$ cat src/dispatch_pkg.sv
package dispatch_pkg;

    // datapath and register file sizes
    localparam int WORD_W  = 32;
    localparam int S_REGS  = 32;
    localparam int M_REGS  = 16;
    localparam int S_SEL_W = 5;
    localparam int M_SEL_W = 4;
    localparam int NUM_FU  = 5;

    // producer tag kept per register in the status tables
    typedef logic [1:0] tag_t;

    localparam tag_t TAG_NONE  = 2'd0;
    localparam tag_t TAG_ARITH = 2'd1;
    localparam tag_t TAG_LOAD  = 2'd2;

    // functional unit ids, also the bit index into the busy vector
    typedef logic [2:0] fu_id_t;

    localparam fu_id_t FU_ALU  = 3'd0;
    localparam fu_id_t FU_SLS  = 3'd1;
    localparam fu_id_t FU_BR   = 3'd2;
    localparam fu_id_t FU_MLS  = 3'd3;
    localparam fu_id_t FU_GEMM = 3'd4;
    localparam fu_id_t FU_NONE = 3'd7;

    // major opcodes
    localparam logic [6:0] OPC_OP     = 7'b0110011;
    localparam logic [6:0] OPC_OPIMM  = 7'b0010011;
    localparam logic [6:0] OPC_LOAD   = 7'b0000011;
    localparam logic [6:0] OPC_STORE  = 7'b0100011;
    localparam logic [6:0] OPC_BRANCH = 7'b1100011;
    localparam logic [6:0] OPC_MLOAD  = 7'b0000111;
    localparam logic [6:0] OPC_MSTORE = 7'b0100111;
    localparam logic [6:0] OPC_GEMM   = 7'b1110111;

    // {funct7[5], funct3}
    typedef logic [3:0] alu_op_t;

    typedef struct packed {
        logic [6:0] funct7;
        logic [4:0] rs2;
        logic [4:0] rs1;
        logic [2:0] funct3;
        logic [4:0] rd;
        logic [6:0] opcode;
    } scalar_fmt_t;

    // matrix ops put the four register fields at the top of the word
    typedef struct packed {
        logic [3:0] md;
        logic [3:0] ms1;
        logic [3:0] ms2;
        logic [3:0] ms3;
        logic [8:0] rsvd;
        logic [6:0] opcode;
    } matrix_fmt_t;

    // one fetched word, viewed in either layout
    typedef union packed {
        scalar_fmt_t scalar;
        matrix_fmt_t matrix;
    } instr_u;

endpackage

$ cat src/control_unit.sv
`timescale 1ns/10ps

module control_unit import dispatch_pkg::*; (
    input  instr_u            instr,
    output fu_id_t            fu,
    output logic              s_reg_write,
    output logic              m_reg_write,
    output logic              uses_matrix_src,
    output alu_op_t           alu_op,
    output logic [WORD_W-1:0] imm
);

    logic [6:0] opcode;
    logic [2:0] funct3;
    logic [6:0] funct7;

    assign opcode = instr.scalar.opcode;
    assign funct3 = instr.scalar.funct3;
    assign funct7 = instr.scalar.funct7;

    always_comb begin
        fu              = FU_NONE;
        s_reg_write     = 1'b0;
        m_reg_write     = 1'b0;
        uses_matrix_src = 1'b0;
        // address adds by default
        alu_op          = 4'b0000;
        imm             = '0;

        case (opcode)
            OPC_OP: begin
                fu          = FU_ALU;
                s_reg_write = 1'b1;
                alu_op      = {funct7[5], funct3};
            end
            OPC_OPIMM: begin
                fu          = FU_ALU;
                s_reg_write = 1'b1;
                // only srai keeps the funct7 bit, elsewhere it is immediate
                alu_op      = {(funct3 == 3'b101) & funct7[5], funct3};
                imm         = {{20{instr[31]}}, instr[31:20]};
            end
            OPC_LOAD: begin
                fu          = FU_SLS;
                s_reg_write = 1'b1;
                imm         = {{20{instr[31]}}, instr[31:20]};
            end
            OPC_STORE: begin
                fu  = FU_SLS;
                imm = {{20{instr[31]}}, instr[31:25], instr[11:7]};
            end
            OPC_BRANCH: begin
                fu     = FU_BR;
                alu_op = {1'b0, funct3};
                imm    = {{19{instr[31]}}, instr[31], instr[7], instr[30:25],
                          instr[11:8], 1'b0};
            end
            OPC_MLOAD: begin
                // matrix destination, scalar base register in rs1
                fu          = FU_MLS;
                m_reg_write = 1'b1;
                imm         = {{24{instr.matrix.ms1[3]}}, instr.matrix.ms1,
                               instr.matrix.ms2};
            end
            OPC_MSTORE: begin
                fu  = FU_MLS;
                imm = {{24{instr.matrix.ms1[3]}}, instr.matrix.ms1, instr.matrix.ms2};
            end
            OPC_GEMM: begin
                // md = ms1 * ms2 + ms3
                fu              = FU_GEMM;
                m_reg_write     = 1'b1;
                uses_matrix_src = 1'b1;
            end
            default: begin
                fu = FU_NONE;
            end
        endcase
    end

endmodule

$ cat src/reg_status_table.sv
`timescale 1ns/10ps

module reg_status_table import dispatch_pkg::*; #(
    parameter int NREGS = S_REGS
) (
    input  logic                     CLK,
    input  logic                     nRST,
    input  logic                     di_write,
    input  logic [$clog2(NREGS)-1:0] di_sel,
    input  tag_t                     di_tag,
    input  logic                     di_spec,
    input  logic                     wb_write,
    input  logic [$clog2(NREGS)-1:0] wb_sel,
    input  logic                     flush,
    input  logic [$clog2(NREGS)-1:0] rd_sel1,
    input  logic [$clog2(NREGS)-1:0] rd_sel2,
    input  logic [$clog2(NREGS)-1:0] rd_sel3,
    input  logic [$clog2(NREGS)-1:0] rd_sel4,
    output tag_t                     tag1,
    output tag_t                     tag2,
    output tag_t                     tag3,
    output logic                     pend4
);

    tag_t tags [NREGS];
    logic spec [NREGS];

    // later assignments override earlier ones, so dispatch beats writeback
    always_ff @(posedge CLK, negedge nRST) begin
        if (!nRST) begin
            for (int i = 0; i < NREGS; i++) begin
                tags[i] <= TAG_NONE;
                spec[i] <= 1'b0;
            end
        end else begin
            for (int i = 0; i < NREGS; i++) begin
                if (flush && spec[i]) begin
                    tags[i] <= TAG_NONE;
                    spec[i] <= 1'b0;
                end
            end
            if (wb_write) begin
                tags[wb_sel] <= TAG_NONE;
                spec[wb_sel] <= 1'b0;
            end
            if (di_write) begin
                tags[di_sel] <= di_tag;
                spec[di_sel] <= di_spec;
            end
        end
    end

    // source producers
    assign tag1 = tags[rd_sel1];
    assign tag2 = tags[rd_sel2];
    assign tag3 = tags[rd_sel3];

    // destination still owned by an earlier instruction
    assign pend4 = (tags[rd_sel4] != TAG_NONE);

endmodule

$ cat src/fu_status.sv
`timescale 1ns/10ps

module fu_status import dispatch_pkg::*; (
    input  logic              CLK,
    input  logic              nRST,
    input  logic              disp_fire,
    input  fu_id_t            disp_fu,
    input  logic              fu_done_valid,
    input  fu_id_t            fu_done_id,
    output logic [NUM_FU-1:0] fu_busy
);

    logic [NUM_FU-1:0] set_mask;
    logic [NUM_FU-1:0] clr_mask;

    // one-hot set and clear, ids outside the unit range are ignored
    always_comb begin
        set_mask = '0;
        clr_mask = '0;
        if (disp_fire && disp_fu < NUM_FU) begin
            set_mask[disp_fu] = 1'b1;
        end
        if (fu_done_valid && fu_done_id < NUM_FU) begin
            clr_mask[fu_done_id] = 1'b1;
        end
    end

    // a new dispatch to a unit overrides its completion in the same cycle
    always_ff @(posedge CLK, negedge nRST) begin
        if (!nRST) begin
            fu_busy <= '0;
        end else begin
            fu_busy <= (fu_busy & ~clr_mask) | set_mask;
        end
    end

endmodule

$ cat src/dispatch.sv
`timescale 1ns/10ps

module dispatch import dispatch_pkg::*; (
    input  logic               CLK,
    input  logic               nRST,
    input  logic               instr_valid,
    input  instr_u             instr,
    output logic               instr_ready,
    input  logic               branch_resolved,
    input  logic               branch_miss,
    input  logic               s_wb_en,
    input  logic [S_SEL_W-1:0] s_wb_reg,
    input  logic               m_wb_en,
    input  logic [M_SEL_W-1:0] m_wb_reg,
    input  logic [NUM_FU-1:0]  fu_busy,
    output logic               disp_fire,
    output fu_id_t             disp_fu,
    output logic               issue_valid,
    output fu_id_t             issue_fu,
    output alu_op_t            issue_alu_op,
    output logic [S_SEL_W-1:0] issue_rd,
    output logic [S_SEL_W-1:0] issue_rs1,
    output logic [S_SEL_W-1:0] issue_rs2,
    output logic [S_SEL_W-1:0] issue_rs3,
    output logic [WORD_W-1:0]  issue_imm,
    output tag_t               issue_t1,
    output tag_t               issue_t2,
    output tag_t               issue_t3,
    output logic               issue_spec
);

    fu_id_t             cu_fu;
    logic               s_reg_write;
    logic               m_reg_write;
    logic               uses_matrix_src;
    alu_op_t            cu_alu_op;
    logic [WORD_W-1:0]  cu_imm;

    logic [S_SEL_W-1:0] s_rd, s_rs1, s_rs2;
    logic [M_SEL_W-1:0] m_rd, m_rs1, m_rs2, m_rs3;
    tag_t               s_tag1, s_tag2;
    tag_t               m_tag1, m_tag2, m_tag3;
    logic               s_pend, m_pend;

    logic               unit_busy;
    logic               hazard;
    logic               fire;
    logic               m_dest;
    logic               spec;
    tag_t               new_tag;

    control_unit u_cu (
        .instr           (instr),
        .fu              (cu_fu),
        .s_reg_write     (s_reg_write),
        .m_reg_write     (m_reg_write),
        .uses_matrix_src (uses_matrix_src),
        .alu_op          (cu_alu_op),
        .imm             (cu_imm)
    );

    assign s_rd  = instr.scalar.rd;
    assign s_rs1 = instr.scalar.rs1;
    assign s_rs2 = instr.scalar.rs2;
    assign m_rd  = instr.matrix.md;
    assign m_rs1 = instr.matrix.ms1;
    assign m_rs2 = instr.matrix.ms2;
    assign m_rs3 = instr.matrix.ms3;

    // structural hazard on the decoded unit
    always_comb begin
        if (cu_fu < NUM_FU) begin
            unit_busy = fu_busy[cu_fu];
        end else begin
            unit_busy = 1'b0;
        end
    end

    // waw only matters for instructions that write a register
    assign hazard = unit_busy | (s_reg_write & s_pend) | (m_reg_write & m_pend);

    // during a miss the word is consumed and dropped
    assign instr_ready = ~hazard | branch_miss;
    assign fire        = instr_valid & ~hazard & ~branch_miss & (cu_fu != FU_NONE);
    assign disp_fire   = fire;
    assign disp_fu     = cu_fu;

    assign new_tag = (cu_fu == FU_SLS || cu_fu == FU_MLS) ? TAG_LOAD : TAG_ARITH;
    assign m_dest  = (cu_fu == FU_MLS) || (cu_fu == FU_GEMM);

    always_ff @(posedge CLK, negedge nRST) begin
        if (!nRST) begin
            spec <= 1'b0;
        end else if (fire && cu_fu == FU_BR) begin
            spec <= 1'b1;
        end else if (branch_resolved || branch_miss) begin
            spec <= 1'b0;
        end
    end

    // scalar formats carry only two sources
    reg_status_table #(.NREGS(S_REGS)) u_rst_s (
        .CLK      (CLK),
        .nRST     (nRST),
        .di_write (fire & s_reg_write),
        .di_sel   (s_rd),
        .di_tag   (new_tag),
        .di_spec  (spec),
        .wb_write (s_wb_en),
        .wb_sel   (s_wb_reg),
        .flush    (branch_miss),
        .rd_sel1  (s_rs1),
        .rd_sel2  (s_rs2),
        .rd_sel3  (s_rd),
        .rd_sel4  (s_rd),
        .tag1     (s_tag1),
        .tag2     (s_tag2),
        .tag3     (),
        .pend4    (s_pend)
    );

    reg_status_table #(.NREGS(M_REGS)) u_rst_m (
        .CLK      (CLK),
        .nRST     (nRST),
        .di_write (fire & m_reg_write),
        .di_sel   (m_rd),
        .di_tag   (new_tag),
        .di_spec  (spec),
        .wb_write (m_wb_en),
        .wb_sel   (m_wb_reg),
        .flush    (branch_miss),
        .rd_sel1  (m_rs1),
        .rd_sel2  (m_rs2),
        .rd_sel3  (m_rs3),
        .rd_sel4  (m_rd),
        .tag1     (m_tag1),
        .tag2     (m_tag2),
        .tag3     (m_tag3),
        .pend4    (m_pend)
    );

    always_ff @(posedge CLK, negedge nRST) begin
        if (!nRST) begin
            issue_valid <= 1'b0;
        end else begin
            issue_valid <= fire;
        end
    end

    // issue payload, only meaningful while issue_valid is high
    always_ff @(posedge CLK) begin
        if (fire) begin
            issue_fu     <= cu_fu;
            issue_alu_op <= cu_alu_op;
            issue_imm    <= cu_imm;
            issue_spec   <= spec;
            issue_rd     <= m_dest ? S_SEL_W'(m_rd) : s_rd;
            issue_rs1    <= uses_matrix_src ? S_SEL_W'(m_rs1) : s_rs1;
            issue_rs2    <= uses_matrix_src ? S_SEL_W'(m_rs2) : s_rs2;
            issue_rs3    <= uses_matrix_src ? S_SEL_W'(m_rs3) : '0;
            issue_t1     <= uses_matrix_src ? m_tag1 : s_tag1;
            issue_t2     <= uses_matrix_src ? m_tag2 : s_tag2;
            issue_t3     <= uses_matrix_src ? m_tag3 : TAG_NONE;
        end
    end

endmodule

$ cat src/dispatch_top.sv
`timescale 1ns/10ps

module dispatch_top import dispatch_pkg::*; (
    input  logic               CLK,
    input  logic               nRST,
    input  logic               instr_valid,
    input  instr_u             instr,
    output logic               instr_ready,
    input  logic               fu_done_valid,
    input  fu_id_t             fu_done_id,
    input  logic               s_wb_en,
    input  logic [S_SEL_W-1:0] s_wb_reg,
    input  logic               m_wb_en,
    input  logic [M_SEL_W-1:0] m_wb_reg,
    input  logic               branch_resolved,
    input  logic               branch_miss,
    output logic               issue_valid,
    output fu_id_t             issue_fu,
    output alu_op_t            issue_alu_op,
    output logic [S_SEL_W-1:0] issue_rd,
    output logic [S_SEL_W-1:0] issue_rs1,
    output logic [S_SEL_W-1:0] issue_rs2,
    output logic [S_SEL_W-1:0] issue_rs3,
    output logic [WORD_W-1:0]  issue_imm,
    output tag_t               issue_t1,
    output tag_t               issue_t2,
    output tag_t               issue_t3,
    output logic               issue_spec
);

    logic [NUM_FU-1:0] fu_busy;
    logic              disp_fire;
    fu_id_t            disp_fu;

    dispatch u_dispatch (
        .CLK             (CLK),
        .nRST            (nRST),
        .instr_valid     (instr_valid),
        .instr           (instr),
        .instr_ready     (instr_ready),
        .branch_resolved (branch_resolved),
        .branch_miss     (branch_miss),
        .s_wb_en         (s_wb_en),
        .s_wb_reg        (s_wb_reg),
        .m_wb_en         (m_wb_en),
        .m_wb_reg        (m_wb_reg),
        .fu_busy         (fu_busy),
        .disp_fire       (disp_fire),
        .disp_fu         (disp_fu),
        .issue_valid     (issue_valid),
        .issue_fu        (issue_fu),
        .issue_alu_op    (issue_alu_op),
        .issue_rd        (issue_rd),
        .issue_rs1       (issue_rs1),
        .issue_rs2       (issue_rs2),
        .issue_rs3       (issue_rs3),
        .issue_imm       (issue_imm),
        .issue_t1        (issue_t1),
        .issue_t2        (issue_t2),
        .issue_t3        (issue_t3),
        .issue_spec      (issue_spec)
    );

    fu_status u_fu_status (
        .CLK           (CLK),
        .nRST          (nRST),
        .disp_fire     (disp_fire),
        .disp_fu       (disp_fu),
        .fu_done_valid (fu_done_valid),
        .fu_done_id    (fu_done_id),
        .fu_busy       (fu_busy)
    );

endmodule

$ cat config.mk
export PLATFORM = sky130hd
export DESIGN_NAME = dispatch_top
export DESIGN_NICKNAME = d
export VERILOG_FILES = /design/src/dispatch_pkg.sv /design/src/control_unit.sv /design/src/reg_status_table.sv /design/src/fu_status.sv /design/src/dispatch.sv /design/src/dispatch_top.sv
export SDC_FILE = /design/constraint.sdc
export NUM_CORES = 1
export LEC_CHECK = 0
export BUFFER_PORTS_ARGS = -buffer_cell sky130_fd_sc_hd__buf_2
export CORE_AREA = 2 2 181 183
export DETAILED_ROUTE_END_ITERATION = 16
export DIE_AREA = 0 0 183 185
export SLEW_MARGIN = 20
export SYNTH_ARGS = -nofsm -noshare
export SYNTH_HDL_FRONTEND = slang
export SYNTH_SLANG_ARGS = --single-unit
$ cat constraint.sdc
create_clock -name CLK -period 4.39 [get_ports CLK]
set_input_delay 0.439 -clock CLK [delete_from_list [all_inputs] [get_ports CLK]]
set_output_delay 0.439 -clock CLK [all_outputs]
set_load 0.02 [all_outputs]
* Yosys cells after proc, flatten, opt, wreduce, memory -nomap -nowiden
Cells that the tools add are included.
Storage, ports and cells: bits in registers 217, bits in latches 0, memory bits (writable) 0, ROM bits 0, input bits 52, output and inout port bits 68, word-level logic and storage cells 416, memories 0
Cells by class: $add $sub $neg 0, $mul 0, divide/modulo/power cells 0, magnitude comparators 19, equal/unequal tests 14, shift-type cells 0, multiplexer cells 167, bitwise logic cells 33, reduce and logical (&&, ||, !) cells 69
Operators with widths (number):
- $mux 2 | 69
- $mux 32 | 4
- $mux 64 | 2
- $pmux 32 s4 | 1
- $and 32x32->32 | 2
- $and 64x64->64 | 1
- $bwmux 32 | 2
- $bwmux 64 | 1
- $not 32->32 | 2
- $not 64->64 | 1
- $mux 1 | 61
- $logic_and 1x1->1 | 57
- $bmux 2 s4 | 4
- $mux 16 | 2
- $bmux 2 s5 | 3
- $ge 5x5->1 const B | 5
- $not 4->5 | 5
- $ge 6x6->1 const B | 4
- $not 5->6 | 4
- $eq 7x6->1 const B | 3
- $demux 2 s5 | 2
- $and 16x16->16 | 1
- $bwmux 16 | 1
- $demux 2 s4 | 2
- other kinds (32) | 63

* Depth between registers and ports, before layout
Gate-level depths: netlist of the first run.
depth in word-level cells 15, depth in mapped cells 12, gate-level depth less buffers 7

* Hierarchy
Synthesis of the first run repeated with hierarchy kept, for this count alone.
Second synthesis, totals: cells, all modules 1254, area, all modules 13036.3 um^2
By module, submodules not included:
- reg_status_table (u_dispatch.u_rst_s) | times used 1, cells an instance 673, area each 6326.1 um^2, seq. area each 2402.3 um^2
- reg_status_table (u_dispatch.u_rst_m) | times used 1, cells an instance 358, area each 3412.0 um^2, seq. area each 1201.2 um^2
- dispatch | times used 1, cells an instance 116, area each 2442.3 um^2, seq. area each 2001.9 um^2
- control_unit | times used 1, cells an instance 88, area each 608.1 um^2, seq. area each 0.0 um^2
- fu_status | times used 1, cells an instance 19, area each 247.7 um^2, seq. area each 125.1 um^2

* Worst setup path before layout of the first run
OpenSTA, ideal clock, no wires.
path kind in2reg, from input instr[4] (netlist name), to register u_dispatch.issue_alu_op[0] (enable), setup time 0.401 ns, data arrival time 3.035 ns, data required time 3.989 ns, setup slack 0.954 ns, cell stages on the path 11, buffers on the path 4, path through buf_2 and4_1 buf_2 a22oi_2 o21a_1 nand4_1 nor4_2 buf_4 o21ai_2 buf_2 inv_1
Between the ends: cells in the longest elaborated chain, start to end 12, elaborated cells between the ends (all ways) 29, those cells by class order compare: 1; eq/ne: 9; mux: 6; bitwise: 8; reduce/logical: 5
RTL lines:
- start, declared | line dispatch_top.sv:7 | input instr_u instr,
- $eq 7x6->1 (tied with other cells) | line control_unit.sv:30 | case (opcode)
- $reduce_or 2->1 (no line)
- $pmux 3 s5 | line control_unit.sv:30
- $bmux 1 s3 | line dispatch.sv:73 | unit_busy = fu_busy[cu_fu];
- $mux 1 (implied by the code) | line dispatch.sv:73
- $mux 1 | line dispatch.sv:72 | if (cu_fu < NUM_FU) begin
- $or 1x1->1 (2 in series) | line dispatch.sv:80 | assign hazard = unit_busy | (s_reg_write & s_pend) | (m_reg_write & m_pend);
- $not 1->1 | line dispatch.sv:84 | assign fire = instr_valid & ~hazard & ~branch_miss & (cu_fu != FU_NONE);
- $and 1x1->1 (2 in series) | line dispatch.sv:84
- $and 1x1->1 * | line dispatch.sv:84
- net disp_fire | line dispatch_top.sv:32 | logic disp_fire;
- end signal, assigned | line dispatch.sv:154 | issue_alu_op <= cu_alu_op;
- end, declared | line dispatch.sv:20 | output alu_op_t issue_alu_op,
Mark *: on every way through the listed nets, which the timed path passes. The rest lies on a longest branch. The select of a mux whose other input is x is not followed. A chain may end at the register's enable or synchronous reset.

* Worst setup path in the final report of the first run
from register u_dispatch.u_rst_s.tags[28] (netlist name), to output instr_ready
Between the ends: cells in the longest elaborated chain, start to end 9
RTL lines:
- start, declared | line reg_status_table.sv:25 | tag_t tags [NREGS];
- start signal, assigned by index | line reg_status_table.sv:47 | tags[di_sel] <= di_tag;
- $bmux 2 s5 | line reg_status_table.sv:59 | assign pend4 = (tags[rd_sel4] != TAG_NONE);
- $mux 2 (implied by the code) (2 in series) | line reg_status_table.sv:59
- $reduce_bool 2->1 | line reg_status_table.sv:59
- $and 1x1->1 | line dispatch.sv:80
- $or 1x1->1 (2 in series) | line dispatch.sv:80
- $not 1->1 | line dispatch.sv:83 | assign instr_ready = ~hazard | branch_miss;
- $or 1x1->1 | line dispatch.sv:83
- end, declared | line dispatch_top.sv:8 | output logic instr_ready,
No other way between the ends. The select of a mux whose other input is x is not followed.

==> impl_metrics.toml, run 1 <==
[global_routing]
grt_max_degree = 81
grt_pass1_vias = 9520
globalRouteOverflowTotal = 0
grt_usage_pct = 23.2
grt_pass1_wl_um = 59100
antenna_found_initial = 0

[synth]
synthAdderAreaFrac_pct = 0
yosysSeqAreaShare_pct = 44.1
synth_area_per_cell_um2 = 10.3
synth_ff_type = "dfrtp_1"
synth_top_area_share_pct = 32.3
yosys.area_share.xor_xnor_pct = 0
postSynthCellCount = 1141
synth_edf_count = 46
yosys_warnings = 0
async_reset_ff_share_pct = 76.6
synth_nets = 1193
synth_compound_area_share_pct = 13.8
synth_top_area_cell = "dfrtp_1"
netlist_top_cells_area = "dfrtp_1 32%, mux4_2 13%, edfxtp_1 12%"
synth_cell_type_count = 62
synth.area.mux_share_pct = 18.7
mappedNetlistArea_um2 = 11700
synth_top_family_by_area = "multiplexers"
synth_seq_cells = 197
yosys.area_share.simple_pct = 18.4

[worst_setup_path]
crit_arrival_ps = 3070
worstPathMaxFanout = 4
required_ps = 3950
startpoint_type = "flip-flop"
max_stage_delay_ps = 680
worstSetupPathType = "reg -> out"
critPathCaptureType = "output pin"
crit_chain = "nor2_1, a21oi_1, a22o_1, o41ai_1, a21oi_1, o41ai_1, buf_2"
reg2reg_slack_ps = 1190
critPathSlowestCell = "o41ai_1"

[drt]
drcViolationCount = 0
final_antenna_net_count = 0
wirelength_um = 38700
drtPass1Iterations = 6
drt_iter0_drc = 1181
vias = 9912
wire_per_inst_um = 24.2
vias_per_cell = 6.20

[clocking]
cts_setup_buffers = 0
clockBufferDepth = 2
cts_root_buffer = "clkbuf_16"
hold_buffers = 0
cts.sinks = 197
cts_resized = 0
cts.clk_slew.worst_paths_ps = 80
h-tree-depth = 4
numCtsBuffers = 17
cts_tree = "built"
worstSkewPairLatency_ps = 450

[run]
cap_viol_max_count = 0

[min_path]
hold_path_class = "in -> async"

[timing]
finalSetupTns_ps = 0
clock_skew_ps = 16.8
maxSlewViolCount = 0
period_minus_slack_ps = 3510
timing.final.crit_share_pct = 80.0
slew_headroom_pct = 33.8
hold_slack_ps = 3.64
worst_slew_pin_slew_ps = 985
setup-violations-final = 0
clock.fmax_ghz = 0.285
hold_viol_final = 0
rsz0062_at_grt = "no"

[final_layout]
area_growth_pct = 10.9
drive_above_1_share_pct = 21.6
final_cell_area_um2 = 13000
fin_nets = 1229
fillCellCount = 3154
seq_area_um2 = 5160
multiInputGateArea_um2 = 5970

[placement]
portBuffers = 118
place_area_um2 = 12400
hpwlAfterDp_um = 27700
globalplace.congestion = 0.935

[floorplan]
dieArea_um2 = 33900
coreArea_um2 = 32000
ios = 120
num_rows = 66
die_x_um = 183
initial_core_util_pct = 36.5
die_y_um = 185

[power]
p_leak_nw = 5.24
worst_ir_drop_vdd_mv = 0.248
power_density_nw_per_um2 = 294

[run_status]
outcome = "finished clean"
## stage by stage
step | power (mW) | std cells | setup WS (ps) | utilization (%)
after detailed placement | 2.24 | 1566 | 896 | 38.7
after global placement | 2.24 | 1566 | 887 | 38.7
after floorplan | 2.11 | 1141 | 954 | -
after global routing | 3.95 | 1598 | 723 | 40.5
final | 3.82 | 1599 | 878 | 40.5
after CTS | 3.84 | 1598 | 841 | 40.5
## cell families after synthesis
family                 after synthesis
AO/OA/AOI/OAI                      244
AND/OR/NAND/NOR                    441
buffers and inverters              124
other                                1
multiplexers                       134
flip-flops                         197
## synth_stat cells (35+ instances only)
cell type  count
o21ai_0       71
edfxtp_1      46
nand4_1       35
mux2i_1       62
nand3_1       64
nor2_1        93
a21oi_1       45
a22o_1        36
mux4_2        67
dfrtp_1      151
nand2_1      133
clkbuf_1      58
## worst max-delay path: cells and delay by family (launching register included)
kind	cells	cell delay [ps]
DFF	1	420
AOI/OAI and AO/OA	5	1710
buffers and inverters	1	290
and+or+nand+nor	1	220
## flip-flops by register name, summed over array words and instances (netlist names), 5 cells and up
signal,cells
u_dispatch.u_rst_s.tags,64
u_dispatch.u_rst_m.tags,32
u_dispatch.u_rst_s.spec,32
u_dispatch.u_rst_m.spec,16
u_dispatch.issue_imm,13
u_dispatch.issue_rd,5
u_dispatch.issue_rs1,5
u_dispatch.issue_rs2,5
u_fu_status.fu_busy,5
## cell usage in the layout, fill, tap and decap left out, types with 8 or more instances in the layout
| cell type | count |
|---|---|
| a22o_1 | 36 |
| and2_1 | 15 |
| o31ai_1 | 12 |
| nor2b_1 | 11 |
| clkbuf_16 | 17 |
| edfxtp_1 | 46 |
| nand4_1 | 35 |
| mux4_2 | 67 |
| and3_1 | 9 |
| o211ai_1 | 31 |
| nor3_1 | 26 |
| a21oi_1 | 45 |
| mux2i_1 | 62 |
| or3b_2 | 8 |
| buf_4 | 14 |
| or3_1 | 9 |
| dfrtp_1 | 151 |
| nor2_1 | 93 |
| o21ai_0 | 71 |
| nand3_1 | 64 |
| nand2_1 | 133 |
| buf_2 | 117 |
## path summary, 6_finish.rpt
kind                                        startpoint                           to  cells after the start
setup / recovery           u_dispatch.u_rst_s.tags[28]                  instr_ready                      7
hold / removal                                    nRST   u_dispatch.u_rst_m.spec[8]                      1
setup reg to reg           u_dispatch.u_rst_m.tags[22]  u_dispatch.u_rst_s.tags[56]                      7
hold reg to reg                        u_dispatch.spec        u_dispatch.issue_spec                      0
max in group asynchronous                         nRST  u_dispatch.u_rst_s.tags[33]                      2
min in group CLK                       branch_resolved              u_dispatch.spec                      2
## cell type report
cell class / count / area share (%)
Inverter: 8 / 0.231
Clock inverter: 15 / 1.26
Timing Repair Buffer: 133 / 5.56
Clock buffer: 17 / 3.28
Antenna cell: 1 / 0.0193
Tap cell: 408 / 3.93
Sequential cell: 197 / 39.8
Multi-Input combinational cell: 820 / 46.0
## per-layer routing
| metal | GRT usage, % | vias up | part of all wire [%] |
|---|---|---|---|
| li1 | - | 4342 | - |
| met3 | 3.79 | 87 | 6.5 |
| met1 | 30.6 | 5003 | 41 |
| met4 | 12.1 | 0 | 5.0 |
| met2 | 37.1 | 480 | 48 |
| met5 | 0 | - | 0 |
## power by group
part           total (mW)  internal, mW  switching, mW
Clock                1.61         0.811          0.802
Combinational       0.333        0.0903          0.243
Sequential           1.88          1.87        0.00235
No activity file was read; power rests on OpenSTA's default activity.
==> run 2: changes to the inputs <==
==> constraint.sdc (replaced) <==
create_clock -name CLK -period 3.7 [get_ports CLK]
set_input_delay 0.37 -clock CLK [delete_from_list [all_inputs] [get_ports CLK]]
set_output_delay 0.37 -clock CLK [all_outputs]
set_load 0.02 [all_outputs]
==> run 2 against run 1 <==
Worst setup slack got worse by 360 ps. Register-to-register slack worse by 630 ps. Via count about the same. Flip-flop and latch count unchanged. Clock skew decreased by 3.2 ps. Count of clock-buffer cells in the layout is the same. Critical path type unchanged. Highest routed layer unchanged.
==> impl_metrics.toml, run 2 (same netlist as run 1, synthesis figures left out) <==
[global_routing]
antenna_found_initial = 1
grt_pass1_wl_um = 59300
globalRouteOverflowTotal = 0
grt_usage_pct = 23.3
grt_pass1_vias = 9709
grt_max_degree = 79

[worst_setup_path]
critPathSlowestCell = "or3b_2"
crit_arrival_ps = 2820
max_stage_delay_ps = 480
worstPathMaxFanout = 4
cpLargestDelayFamily = "simple AND/OR/NAND/NOR gates"
required_ps = 3330
critPathCaptureType = "output pin"
cp.buffers_inverters = 2
startpoint_type = "flip-flop"
crit_chain = "or3b_2, nand4_1, o211ai_1, nor4_1, a21oi_1, o41ai_1, buf_4, buf_2"
worstSetupPathType = "reg -> out"

[placement]
pre_cts_ws_ps = 430
globalplace.congestion = 0.893
hpwlAfterDp_um = 27900
portBuffers = 118
place_area_um2 = 12500
placed_cells = 1576

[final_layout]
final_cell_mix = "151 x dfrtp_1, 133 x nand2_1, 117 x buf_2, 93 x nor2_1, 71 x o21ai_0"
antenna_cells = 0
postLayoutCoreUtil_pct = 40.9
layout_commonest_cell = "dfrtp_1"
stdcell_count = 1609
area_growth_pct = 12.0
largestRegisters = "u_dispatch.u_rst_s.tags: 64 flops, u_dispatch.u_rst_m.tags: 32 flops, u_dispatch.u_rst_s.spec: 32 flops"
final_cell_area_um2 = 13100
fin_nets = 1240
drive_above_1_share_pct = 22.2
largest_reg_flops = 64
largest_register = "u_dispatch.u_rst_s.tags"

[power]
power_density_nw_per_um2 = 351
worst_ir_drop_vdd_mv = 0.363
total_power_mw = 4.60
p_leak_nw = 5.32

[clocking]
cts.sinks = 197
clockBufferDepth = 2
cts_root_buffer = "clkbuf_16"
worstSkewPairLatency_ps = 450
cts_tree = "built"
h-tree-depth = 4
numCtsBuffers = 17
cts.clk_slew.worst_paths_ps = 80

[timing]
clock_skew_ps = 13.6
setup-violations-final = 0
slew_headroom_pct = 39.1
period_minus_slack_ps = 3190
rsz0062_at_grt = "no"
hold_slack_ps = 112
worst_slew_pin_slew_ps = 907
maxSlewViolCount = 0
fin_ws_ps = 515
hold_viol_final = 0
timing.final.crit_share_pct = 86.1
finalSetupTns_ps = 0
clock.fmax_ghz = 0.314

[floorplan]
die_y_um = 185
initial_core_util_pct = 36.5
dieArea_um2 = 33900
die_x_um = 183
coreArea_um2 = 32000
ios = 120
num_rows = 66

[drt]
final_antenna_net_count = 0
drtPass1Iterations = 6
drt_iter0_drc = 1279
vias_per_cell = 6.16
wirelength_um = 38700
wire_per_inst_um = 24.0
drcViolationCount = 0
vias = 9909

[run_status]
outcome = "finished clean"

[run]
cap_viol_max_count = 0

[min_path]
hold_path_class = "in -> reg"
run 2: cell count changes in the layout (fill, tap and decap cells not counted), sizes merged:
cell         before  now
clkinv            5    4
diode             1    0
dlygate4sd3       0    1
buf             133  143
bufinv            1    2
run 2: path summary, 6_finish.rpt:
path,endpoint,slack [ps],start,cells after the start
worst min-delay path,u_dispatch.spec,110,branch_resolved,2
min in group asynchronous,u_dispatch.issue_valid,500,nRST,2
worst max register to register,u_dispatch.u_rst_s.tags[36],560,u_dispatch.u_rst_m.tags[22],8
max in group asynchronous,u_dispatch.u_rst_s.tags[36],2310,nRST,3
worst max-delay path,instr_ready,510,u_dispatch.u_rst_s.tags[56],8
worst min register to register,u_dispatch.issue_spec,460,u_dispatch.spec,0
run 2: per-layer routing:
| metal | vias to the layer above | part of all wire (%) | global-route usage [%] |
|---|---|---|---|
| met3 | 73 | 6.8 | 3.97 |
| met1 | 5014 | 41 | 30.5 |
| met2 | 460 | 49 | 38.6 |
| li1 | 4362 | - | - |
| met5 | - | 0 | 0 |
| met4 | 0 | 3.9 | 9.44 |
run 2: worst register-to-register path, cell delays in order, from the launching register on:
cell,delay [ps]
dfrtp_1,450
or3_1,390
a221oi_1,300
a211o_1,170
a31oi_1,140
nor4_4,360
buf_4,330
nand4b_2,540
o21ai_0,350
run 2: cell type report:
type	count	area, µm²
Fill cell	3136	18900
Clock buffer	17	425
Tap cell	408	510
Inverter	8	30.0
Sequential cell	197	5160
Clock inverter	15	189
Timing Repair Buffer	144	832
Multi-Input combinational cell	820	5970
run 2: what timing repair did:
action,4_1_cts,5_1_grt
endpoints found under the hold margin,28,0
gates resized for setup,0,0
hold buffers,1,0
buffers inserted,0,0
run 2: report_power, final:
| part | internal (mW) | total, mW | switching, mW |
|---|---|---|---|
| logic | 0.114 | 0.400 | 0.286 |
| clock network | 1.03 | 1.98 | 0.948 |
| registers | 2.22 | 2.23 | 0.00269 |
| total | 3.37 | 4.60 | 1.24 |
